**src/common/vita_tx_pkg.sv**
```systemverilog
package vita_tx_pkg;

   localparam int SAMPLE_W    = 32;
   localparam int QUEUE_DEPTH = 4;
   localparam int QPTR_W      = $clog2(QUEUE_DEPTH);

   // Error kinds, low half of the error code
   localparam logic [15:0] CODE_UNDERRUN           = 16'd2;
   localparam logic [15:0] CODE_SEQ_ERROR          = 16'd4;
   localparam logic [15:0] CODE_TIME_ERROR         = 16'd8;
   localparam logic [15:0] CODE_UNDERRUN_MIDPKT    = 16'd16;
   localparam logic [15:0] CODE_SEQ_ERROR_MIDBURST = 16'd32;

   localparam logic [7:0] ADDR_CLEAR     = 8'd1;
   localparam logic [7:0] ADDR_POLICY    = 8'd3;
   localparam logic [7:0] ADDR_ERR_CLEAR = 8'd4;

   typedef struct packed {
      logic [31:0] data;
      logic        sof;
      logic        eof;
   } vita_word_t;

   typedef struct packed {
      logic [SAMPLE_W-1:0] sample;
      logic [63:0]         send_time;
      logic [15:0]         seqnum;
      logic                eop;
      logic                eob;
      logic                sob;
      logic                send_at;
      logic                seqnum_err;
   } sample_entry_t;

   typedef struct packed {
      logic        stb;
      logic [7:0]  addr;
      logic [31:0] data;
   } set_bus_t;

   // Bit 0 wait, bit 1 next packet, bit 2 next burst
   typedef struct packed {
      logic next_burst;
      logic next_packet;
      logic wait_en;
   } error_policy_t;

   typedef enum logic [2:0] {
      IDLE       = 3'd0,
      RUN        = 3'd1,
      CONT_BURST = 3'd2,
      ERROR      = 3'd3,
      ERROR_DONE = 3'd4
   } tx_state_e;

endpackage

```
**src/hw/vita_time_compare.sv**
```systemverilog
module vita_time_compare (
   input  logic        clk,
   input  logic        arst_n_i,
   input  logic [63:0] time_now_i,
   input  logic [63:0] trigger_time_i,
   output logic        now_o,
   output logic        early_o,
   output logic        late_o
);

   logic hi_eq;
   logic hi_lt;
   logic lo_eq;
   logic lo_lt;

   // Halves compared separately, merged after the register
   always_ff @(posedge clk or negedge arst_n_i)
   begin
      if (!arst_n_i)
      begin
         hi_eq <= 1'b0;
         hi_lt <= 1'b0;
         lo_eq <= 1'b0;
         lo_lt <= 1'b0;
      end
      else
      begin
         hi_eq <= time_now_i[63:32] == trigger_time_i[63:32];
         hi_lt <= time_now_i[63:32] < trigger_time_i[63:32];
         lo_eq <= time_now_i[31:0] == trigger_time_i[31:0];
         lo_lt <= time_now_i[31:0] < trigger_time_i[31:0];
      end
   end

   assign now_o   = hi_eq & lo_eq;
   assign early_o = hi_lt | (hi_eq & lo_lt);
   assign late_o  = ~now_o & ~early_o;

endmodule

```
**src/hw/vita_tx_error_report.sv**
```systemverilog
module vita_tx_error_report (
   input  logic        clk,
   input  logic        arst_n_i,
   input  logic        err_clear_i,
   input  logic        err_stb_i,
   input  logic [31:0] err_code_i,
   output logic        error_o,
   output logic [31:0] last_code_o,
   output logic [15:0] err_count_o,
   output logic        sticky_o
);

   always_ff @(posedge clk or negedge arst_n_i)
   begin
      if (!arst_n_i)
      begin
         error_o     <= 1'b0;
         err_count_o <= 16'd0;
         sticky_o    <= 1'b0;
      end
      else
      begin
         error_o <= err_stb_i;    // Aligned with last_code_o
         if (err_clear_i)
         begin
            err_count_o <= 16'd0;
            sticky_o    <= 1'b0;
         end
         else if (err_stb_i)
         begin
            sticky_o <= 1'b1;
            if (err_count_o != 16'hffff)
               err_count_o <= err_count_o + 16'd1;   // Saturates
         end
      end
   end

   always_ff @(posedge clk)
   begin
      if (err_stb_i)
         last_code_o <= err_code_i;
   end

endmodule

```
**src/hw/vita_tx_settings.sv**
```systemverilog
module vita_tx_settings (
   input  logic                       clk,
   input  logic                       arst_n_i,
   input  vita_tx_pkg::set_bus_t      set_i,
   output vita_tx_pkg::error_policy_t policy_o,
   output logic                       clear_o,
   output logic                       err_clear_o
);

   logic wr_clear;
   logic wr_policy;
   logic wr_err_clear;

   assign wr_clear     = set_i.stb && (set_i.addr == vita_tx_pkg::ADDR_CLEAR);
   assign wr_policy    = set_i.stb && (set_i.addr == vita_tx_pkg::ADDR_POLICY);
   assign wr_err_clear = set_i.stb && (set_i.addr == vita_tx_pkg::ADDR_ERR_CLEAR);

   always_ff @(posedge clk or negedge arst_n_i)
   begin
      if (!arst_n_i)
      begin
         policy_o    <= '0;
         clear_o     <= 1'b0;
         err_clear_o <= 1'b0;
      end
      else
      begin
         clear_o     <= wr_clear;      // One-cycle pulses
         err_clear_o <= wr_err_clear;
         if (wr_policy)
         begin
            policy_o <= vita_tx_pkg::error_policy_t'(set_i.data[2:0]);
         end
      end
   end

endmodule

```
**src/hw/vita_tx_top.sv**
```systemverilog
module vita_tx_top (
   input  logic                             clk,
   input  logic                             arst_n_i,
   input  vita_tx_pkg::set_bus_t            set_i,
   input  logic [63:0]                      vita_time_i,
   input  vita_tx_pkg::vita_word_t          frame_i,
   input  logic                             frame_valid_i,
   output logic                             frame_ready_o,
   output logic [vita_tx_pkg::SAMPLE_W-1:0] sample_o,
   output logic                             run_o,
   input  logic                             strobe_i,
   output logic                             error_o,
   output logic [31:0]                      last_code_o,
   output logic [15:0]                      err_count_o,
   output logic                             sticky_o
);

   vita_tx_pkg::error_policy_t policy;
   vita_tx_pkg::sample_entry_t head;
   logic                       clear;
   logic                       err_clear;
   logic                       src_rdy;
   logic                       dst_rdy;
   logic                       err_stb;
   logic [31:0]                err_code;

   vita_tx_settings settings_i (
      .clk         (clk),
      .arst_n_i    (arst_n_i),
      .set_i       (set_i),
      .policy_o    (policy),
      .clear_o     (clear),
      .err_clear_o (err_clear)
   );

   vita_tx_deframer deframer_i (
      .clk           (clk),
      .arst_n_i      (arst_n_i),
      .clear_i       (clear),
      .frame_i       (frame_i),
      .frame_valid_i (frame_valid_i),
      .frame_ready_o (frame_ready_o),
      .head_o        (head),
      .src_rdy_o     (src_rdy),
      .dst_rdy_i     (dst_rdy)
   );

   vita_tx_control control_i (
      .clk         (clk),
      .arst_n_i    (arst_n_i),
      .clear_i     (clear),
      .policy_i    (policy),
      .vita_time_i (vita_time_i),
      .head_i      (head),
      .src_rdy_i   (src_rdy),
      .dst_rdy_o   (dst_rdy),
      .sample_o    (sample_o),
      .run_o       (run_o),
      .strobe_i    (strobe_i),
      .err_stb_o   (err_stb),
      .err_code_o  (err_code)
   );

   vita_tx_error_report report_i (
      .clk         (clk),
      .arst_n_i    (arst_n_i),
      .err_clear_i (err_clear),
      .err_stb_i   (err_stb),
      .err_code_i  (err_code),
      .error_o     (error_o),
      .last_code_o (last_code_o),
      .err_count_o (err_count_o),
      .sticky_o    (sticky_o)
   );

endmodule

```
**src/vita_tx_control/vita_tx_control.sv**
```systemverilog
module vita_tx_control (
   input  logic                          clk,
   input  logic                          arst_n_i,
   input  logic                          clear_i,
   input  vita_tx_pkg::error_policy_t    policy_i,
   input  logic [63:0]                   vita_time_i,
   input  vita_tx_pkg::sample_entry_t    head_i,
   input  logic                          src_rdy_i,
   output logic                          dst_rdy_o,
   output logic [vita_tx_pkg::SAMPLE_W-1:0] sample_o,
   output logic                          run_o,
   input  logic                          strobe_i,
   output logic                          err_stb_o,
   output logic [31:0]                   err_code_o
);

   vita_tx_pkg::tx_state_e state;
   vita_tx_pkg::tx_state_e state_nx;
   logic        now;
   logic        late;
   logic        cmp_ok;      // Compare result belongs to current head
   logic        raise;
   logic        go_idle;
   logic [15:0] err_kind;
   logic [15:0] last_seq;
   logic [15:0] code_seq;

   vita_time_compare time_cmp_i (
      .clk            (clk),
      .arst_n_i       (arst_n_i),
      .time_now_i     (vita_time_i),
      .trigger_time_i (head_i.send_time),
      .now_o          (now),
      .early_o        (),
      .late_o         (late)
   );

   assign go_idle  = ~policy_i.wait_en &
                     (policy_i.next_packet | (policy_i.next_burst & head_i.eob));
   assign code_seq = src_rdy_i ? head_i.seqnum : last_seq;

   always_comb
   begin
      state_nx = state;
      raise    = 1'b0;
      err_kind = vita_tx_pkg::CODE_UNDERRUN;
      case (state)
         vita_tx_pkg::IDLE:
            if (src_rdy_i)
            begin
               if (head_i.seqnum_err)
               begin
                  state_nx = vita_tx_pkg::ERROR;
                  raise    = 1'b1;
                  err_kind = vita_tx_pkg::CODE_SEQ_ERROR;
               end
               else if (!head_i.send_at || (cmp_ok && now))
                  state_nx = vita_tx_pkg::RUN;
               else if (cmp_ok && late)
               begin
                  state_nx = vita_tx_pkg::ERROR;
                  raise    = 1'b1;
                  err_kind = vita_tx_pkg::CODE_TIME_ERROR;
               end
            end
         vita_tx_pkg::RUN:
            if (strobe_i)
            begin
               if (!src_rdy_i)
               begin
                  state_nx = vita_tx_pkg::ERROR;
                  raise    = 1'b1;
                  err_kind = vita_tx_pkg::CODE_UNDERRUN_MIDPKT;
               end
               else if (head_i.eop)
                  state_nx = head_i.eob ? vita_tx_pkg::IDLE : vita_tx_pkg::CONT_BURST;
            end
         vita_tx_pkg::CONT_BURST:
            if (strobe_i)
            begin
               state_nx = vita_tx_pkg::ERROR_DONE;    // Gap between packets
               raise    = 1'b1;
            end
            else if (src_rdy_i)
            begin
               if (head_i.seqnum_err)
               begin
                  state_nx = vita_tx_pkg::ERROR;
                  raise    = 1'b1;
                  err_kind = vita_tx_pkg::CODE_SEQ_ERROR_MIDBURST;
               end
               else
                  state_nx = vita_tx_pkg::RUN;
            end
         vita_tx_pkg::ERROR:
            if (src_rdy_i && head_i.eop)
               state_nx = go_idle ? vita_tx_pkg::IDLE : vita_tx_pkg::ERROR_DONE;
         default:
            state_nx = state;    // ERROR_DONE waits for clear
      endcase
   end

   always_ff @(posedge clk or negedge arst_n_i)
   begin
      if (!arst_n_i)
      begin
         state     <= vita_tx_pkg::IDLE;
         err_stb_o <= 1'b0;
         cmp_ok    <= 1'b0;
      end
      else if (clear_i)
      begin
         state     <= vita_tx_pkg::IDLE;
         err_stb_o <= 1'b0;
         cmp_ok    <= 1'b0;
      end
      else
      begin
         state     <= state_nx;
         err_stb_o <= raise;
         cmp_ok    <= src_rdy_i & ~dst_rdy_o;
      end
   end

   always_ff @(posedge clk)
   begin
      if (src_rdy_i)
         last_seq <= head_i.seqnum;
      if (raise)
         err_code_o <= {code_seq, err_kind};
   end

   // Drain in ERROR, one pop per strobe in RUN
   assign dst_rdy_o = (state == vita_tx_pkg::ERROR) |
                      (strobe_i & (state == vita_tx_pkg::RUN));
   assign run_o     = (state == vita_tx_pkg::RUN) | (state == vita_tx_pkg::CONT_BURST);
   assign sample_o  = head_i.sample;

endmodule

```
**src/vita_tx_deframer/vita_tx_deframer.sv**
```systemverilog
module vita_tx_deframer (
   input  logic                       clk,
   input  logic                       arst_n_i,
   input  logic                       clear_i,
   input  vita_tx_pkg::vita_word_t    frame_i,
   input  logic                       frame_valid_i,
   output logic                       frame_ready_o,
   output vita_tx_pkg::sample_entry_t head_o,
   output logic                       src_rdy_o,
   input  logic                       dst_rdy_i
);

   logic [1:0]  word_cnt;    // 0 header, 1 time hi, 2 time lo, 3 samples
   logic        accept;
   logic        is_hdr;
   logic        push;
   logic        pop;
   logic        full;
   logic        empty;
   logic        have_prev;
   logic [15:0] prev_seq;
   logic [15:0] ctx_seq;
   logic [63:0] ctx_time;
   logic        ctx_eob;
   logic        ctx_sob;
   logic        ctx_send_at;
   logic        ctx_seq_err;

   logic [vita_tx_pkg::QPTR_W:0] wr_ptr;
   logic [vita_tx_pkg::QPTR_W:0] rd_ptr;
   vita_tx_pkg::sample_entry_t   wr_entry;
   vita_tx_pkg::sample_entry_t   mem [vita_tx_pkg::QUEUE_DEPTH];

   assign accept = frame_valid_i & frame_ready_o;
   assign is_hdr = frame_i.sof | (word_cnt == 2'd0);   // sof resyncs the parser
   assign push   = accept & ~is_hdr & (word_cnt == 2'd3);
   assign pop    = ~empty & dst_rdy_i;

   assign empty = wr_ptr == rd_ptr;
   assign full  = (wr_ptr[vita_tx_pkg::QPTR_W] != rd_ptr[vita_tx_pkg::QPTR_W]) &&
                  (wr_ptr[vita_tx_pkg::QPTR_W-1:0] == rd_ptr[vita_tx_pkg::QPTR_W-1:0]);

   assign frame_ready_o = ~full;
   assign src_rdy_o     = ~empty;
   assign head_o        = mem[rd_ptr[vita_tx_pkg::QPTR_W-1:0]];

   always_comb
   begin
      wr_entry.sample     = frame_i.data;
      wr_entry.send_time  = ctx_time;
      wr_entry.seqnum     = ctx_seq;
      wr_entry.eop        = frame_i.eof;
      wr_entry.eob        = ctx_eob;
      wr_entry.sob        = ctx_sob;
      wr_entry.send_at    = ctx_send_at;
      wr_entry.seqnum_err = ctx_seq_err;
   end

   always_ff @(posedge clk or negedge arst_n_i)
   begin
      if (!arst_n_i)
      begin
         word_cnt  <= 2'd0;
         wr_ptr    <= '0;
         rd_ptr    <= '0;
         have_prev <= 1'b0;
      end
      else if (clear_i)
      begin
         word_cnt  <= 2'd0;
         wr_ptr    <= '0;
         rd_ptr    <= '0;
         have_prev <= 1'b0;
      end
      else
      begin
         if (accept)
         begin
            if (is_hdr)
            begin
               word_cnt  <= 2'd1;
               have_prev <= 1'b1;
            end
            else if (word_cnt != 2'd3)
               word_cnt <= word_cnt + 2'd1;
            else if (frame_i.eof)
               word_cnt <= 2'd0;
         end
         if (push)
            wr_ptr <= wr_ptr + 1'b1;
         if (pop)
            rd_ptr <= rd_ptr + 1'b1;
      end
   end

   always_ff @(posedge clk)
   begin
      if (accept && is_hdr)
      begin
         ctx_seq     <= frame_i.data[15:0];
         ctx_eob     <= frame_i.data[16];
         ctx_sob     <= frame_i.data[17];
         ctx_send_at <= frame_i.data[18];
         // First packet after reset or clear is always good
         ctx_seq_err <= have_prev && (frame_i.data[15:0] != prev_seq + 16'd1);
         prev_seq    <= frame_i.data[15:0];
      end
      if (accept && !is_hdr && word_cnt == 2'd1)
         ctx_time[63:32] <= frame_i.data;
      if (accept && !is_hdr && word_cnt == 2'd2)
         ctx_time[31:0] <= frame_i.data;
      if (push)
         mem[wr_ptr[vita_tx_pkg::QPTR_W-1:0]] <= wr_entry;
   end

endmodule
```
**config.mk**
```make
export PLATFORM = sky130hd
export DESIGN_NAME = vita_tx_top
export DESIGN_NICKNAME = d
export VERILOG_FILES = /design/src/common/vita_tx_pkg.sv /design/src/hw/vita_time_compare.sv /design/src/hw/vita_tx_error_report.sv /design/src/hw/vita_tx_settings.sv /design/src/hw/vita_tx_top.sv /design/src/vita_tx_control/vita_tx_control.sv /design/src/vita_tx_deframer/vita_tx_deframer.sv
export SDC_FILE = /design/constraint.sdc
export NUM_CORES = 1
export LEC_CHECK = 0
export ABC_AREA = 1
export BUFFER_PORTS_ARGS = -buffer_cell sky130_fd_sc_hd__buf_4
export CAP_MARGIN = 40
export CELL_PAD_IN_SITES_DETAIL_PLACEMENT = 1
export CELL_PAD_IN_SITES_GLOBAL_PLACEMENT = 1
export CORE_UTILIZATION = 44
export DETAILED_ROUTE_END_ITERATION = 12
export PLACE_DENSITY = 0.73
export SLEW_MARGIN = 20
export SYNTH_ARGS = -nofsm -noshare
export SYNTH_HDL_FRONTEND = slang
export SYNTH_SLANG_ARGS = --single-unit
```
**constraint.sdc**
```tcl
create_clock -name clk -period 14.4 [get_ports clk]
set_input_delay 0.72 -clock clk [delete_from_list [all_inputs] [get_ports clk]]
set_output_delay 0.72 -clock clk [all_outputs]
set_load 0.01 [all_outputs]
```
==> implementation parameters <==
Parameter                              Value

Clocking
  Clock Latency Late Sink    0.61 ns
  CTS tree    built
  Number of levels the H-tree was split into    3
  Clock root buffer    clkbuf_16
  Clock tree buffer depth    3
  Register clock-pin slew on the reported worst setup and hold paths    0.06 ns
  Sink count of the clock tree    646
  Number of buffers created by CTS    68
  Setup bufs post-CTS    0
  Hold bufs inserted after CTS    0
  Count of instances resized after the clock tree is built    0

Critical path
  Family with the most delay on the worst path    buffers and inverters
  Cell type with the highest occurrence count on the critical path    buf_4
  Largest fanout of any net on the critical path    189
  Arrival time reported for the critical path endpoint    3.85 ns
  CP Buf/Inv Count    5
  Critical Path RT    13.68 ns
  CP Capture Type    output pin
  Slowest cell on the critical path    dfrtp_4
  Cell count of the worst reg-to-reg path    10
  Setup crit start kind    flop
  Number of gates on the worst path with buffers counted    7
  CP max stage delay    0.81 ns
  Worst Setup Path Type    reg2out
  Ordered cell list for the critical path    buf_12, inv_6, buf_4, buf_16, o21ai_0, o22ai_1, buf_4

Pwr
  Maximum ir drop on the vdd rail    105 µV
  Portion of total power attributed to combinational logic    0.203
  Switching Share    0.295
  Sequential Power Share    0.454
  Leakage    11.3 nW
  Power spent charging and discharging nets    1.45 mW
  P per Cell Area    160 mW/mm²
  Total internal power    3.46 mW
  Clock Power Share    0.343

Floorplan
  Core outline area    0.0589 mm²
  Placement row count    89
  Die height    246 µm
  Io pins    227
  Die width    246 µm
  Starting density of the core    0.445
  Die Footprint    0.0606 mm²

Routing
  Count of unresolved DRC violations after routing    0
  Average detailed-routed wire length per instance    22.8 µm
  Iteration-0 DRC count of the detailed router    1249
  Number of routed nets with antenna violations    0
  Total via count in the routed design    16700
  Drt pass-1 iters    5
  Total length of routed wires    69.2 mm
  Routed via count divided by cell count    5.52

Timing
  Relative slew slack    0.377
  Total count of max-transition violations in the final report    0
  Fmax achieved    219 MHz
  Time the worst path needs with I/O delays and setup    4.57 ns
  Endpoints failing setup    0
  Worst Tran Pin Value    0.935 ns
  Total negative setup slack    0 ns
  Number of hold violations in the final report    0
  Worst hold slack    0.108 ns
  Worst clock skew on the final layout    0.0263 ns
  Setup repair after global routing missed its margin    false
  Fin crit share    0.317

Layout
  Core utilization of the finished layout    0.522
  Final Net Count    2427
  Register area    0.0190 mm²
  Combined area of the multi-input logic cells    0.00643 mm²
  Layout cells sized above 1    0.154
  Number of fill cells    5859
  Final std cell area, no fill    0.0307 mm²
  Area Growth Syn to Fin    17.2%

Synthesis
  Simple-gate share of the synthesized area    0.111
  Top_reg_cell synth    edfxtp_1
  Per-instance average area after synthesis    13.1 µm²
  Synth Register Bits    646
  Synthesis warning total    0
  Post-synthesis compound-gate area fraction    0.0858
  Synth Area in XOR/XNOR    0.00735
  Syn Inst Count    2008
  Number of enable flip-flop cells after synthesis    589
  Synthesized-area fraction occupied by adder cells    0.0358
  Largest family of logic cells by synthesized area    simple AND/OR/NAND/NOR gates
  Synthesized cell area    0.0262 mm²
  Unique masters post-synth    47
  Async set-reset flop share out of synthesis    0.0635
  Mux cell area share after synthesis    0.00129
  Proportion of synthesized chip area in sequential cells    0.726

Global route
  Vias in the first global route    17600
  Pin count of the biggest net entering global routing    190
  Global routing usage summed across all routing layers    0.229
  Total grt overflow    0
  First-pass GRT wire length    103 mm
  Number of antenna violations at the first check in global routing    4

Run status
  Result of the run    finished clean

Place
  Number of buffers inserted by port buffering    186
  Placed Area    0.0285 mm²
  Detailed Place HPWL    43.4 mm
  Gp weighted congestion    0.828

Worst hold path
  Worst min-delay path class    in2async

Flow run
  Number of maximum-capacitance violations    0
## synthesized netlist by cell type, types with 2 or more instances
master / instances / area, µm²
ha_1: 75 / 938
nor2_2: 5 / 31.3
a21oi_1: 110 / 551
buf_6: 4 / 45.0
inv_1: 86 / 323
buf_4: 17 / 128
xor2_1: 9 / 78.8
nand3_2: 3 / 30.0
nand2_2: 2 / 12.5
nand3_1: 44 / 220
buf_2: 36 / 180
edfxtp_1: 589 / 17700
mux2_2: 3 / 33.8
dfxtp_1: 16 / 320
a31oi_1: 16 / 100
o22ai_1: 35 / 219
nand4_1: 27 / 169
clkinv_1: 2 / 7.51
nand2_1: 374 / 1400
o21ai_0: 130 / 651
o211ai_1: 2 / 15.0
nand3b_1: 5 / 37.5
nor3_1: 10 / 50.1
o21ai_1: 3 / 15.0
clkbuf_1: 37 / 139
o21a_1: 2 / 15.0
inv_4: 2 / 12.5
nor4_1: 4 / 25.0
xnor2_1: 8 / 70.1
a32o_1: 62 / 621
dfrtp_1: 41 / 1030
o21bai_1: 4 / 30.0
inv_2: 2 / 7.51
nor2_1: 230 / 863
## metal layers
metal,share of wire,wire (µm),track usage,vias to the layer above
met4,0.027,1880,0.0855,0
li1,-,-,-,7682
met5,0,0,0,-
met3,0.050,3470,0.0377,100
met1,0.43,29500,0.298,8568
met2,0.50,34300,0.385,394
## final cells by class
type | count | share of cell area
well taps | 773 | 0.0315
multi-input cells | 1186 | 0.209
clock buffers | 83 | 0.0595
repair buffers | 215 | 0.0592
clock inverters | 38 | 0.00949
inverters | 92 | 0.0116
diodes | 1 | 0.0000814
flip-flops and latches | 646 | 0.620
## cells by family (layout without fill, tap and decap cells)
logic type                 after synthesis  in the layout
buffers and inverters                  186            428
adders and majority gates               75             75
and+or+nand+nor                        710            710
other                                    1             12
xor gates and xnor gates                19             19
muxes                                    3              3
AOI/OAI and AO/OA                      368            368
DFF                                    646            646
## registers in the layout (all words and copies together) (netlist names), 2 cells and up
| register | cells |
|---|---|
| control_i.err_code_o | 21 |
| deframer_i.mem | 464 |
| deframer_i.ctx_time | 64 |
| deframer_i.wr_ptr | 3 |
| control_i.last_seq | 16 |
| report_i.last_code_o | 21 |
| control_i.state | 3 |
| settings_i.policy_o | 3 |
| report_i.err_count_o | 16 |
| deframer_i.word_cnt | 2 |
| deframer_i.rd_ptr | 3 |
| deframer_i.prev_seq | 16 |
## layout by cell type (no fill, tap or decap), drive strengths merged, types with 35 or more instances in the layout
cell,n
o21ai,134
nand2,376
nand3,48
a32o,62
a21oi,110
buf,215
dfrtp,41
clkbuf,83
inv,96
nor2,235
edfxtp,589
o22ai,35
ha,75
## power by group through the flow
stage	Combinational (mW)	Clock (mW)	Sequential, mW
after detailed placement	0.983	0	2.27
after floorplan	0.630	0	2.24
after global placement	0.929	0	2.26
after global routing	1.10	1.78	2.24
after CTS	0.996	1.72	2.23
final	0.997	1.69	2.23
## through the flow
step / std cells / power, mW / setup slack, ns
global route: 3033 / 5.12 / 9.54
CTS: 3030 / 4.94 / 9.65
detailed placement: 2909 / 3.25 / 9.78
global placement: 2901 / 3.19 / 9.86
floorplan: 2018 / 2.87 / 7.84
finish: 3034 / 4.91 / 9.83
## final timing paths
path	from	end	slack, ns
max	deframer_i.rd_ptr[0]$_DFFE_PN0P_	sample_o[25]	9.83
min	arst_n_i	report_i.err_count_o[11]$_DFFE_PN0P_	0.11
max reg2reg	deframer_i.rd_ptr[0]$_DFFE_PN0P_	control_i.time_cmp_i.hi_eq$_DFF_PN0_	9.87
min reg2reg	control_i.err_code_o[17]$_DFFE_PP_	report_i.last_code_o[17]$_DFFE_PP_	0.42
max in group asynchronous	arst_n_i	deframer_i.rd_ptr[0]$_DFFE_PN0P_	13.80
min in group clk	set_i[33]	settings_i.clear_o$_DFF_PN0_	0.29
No activity file was read; power rests on OpenSTA's default activity.
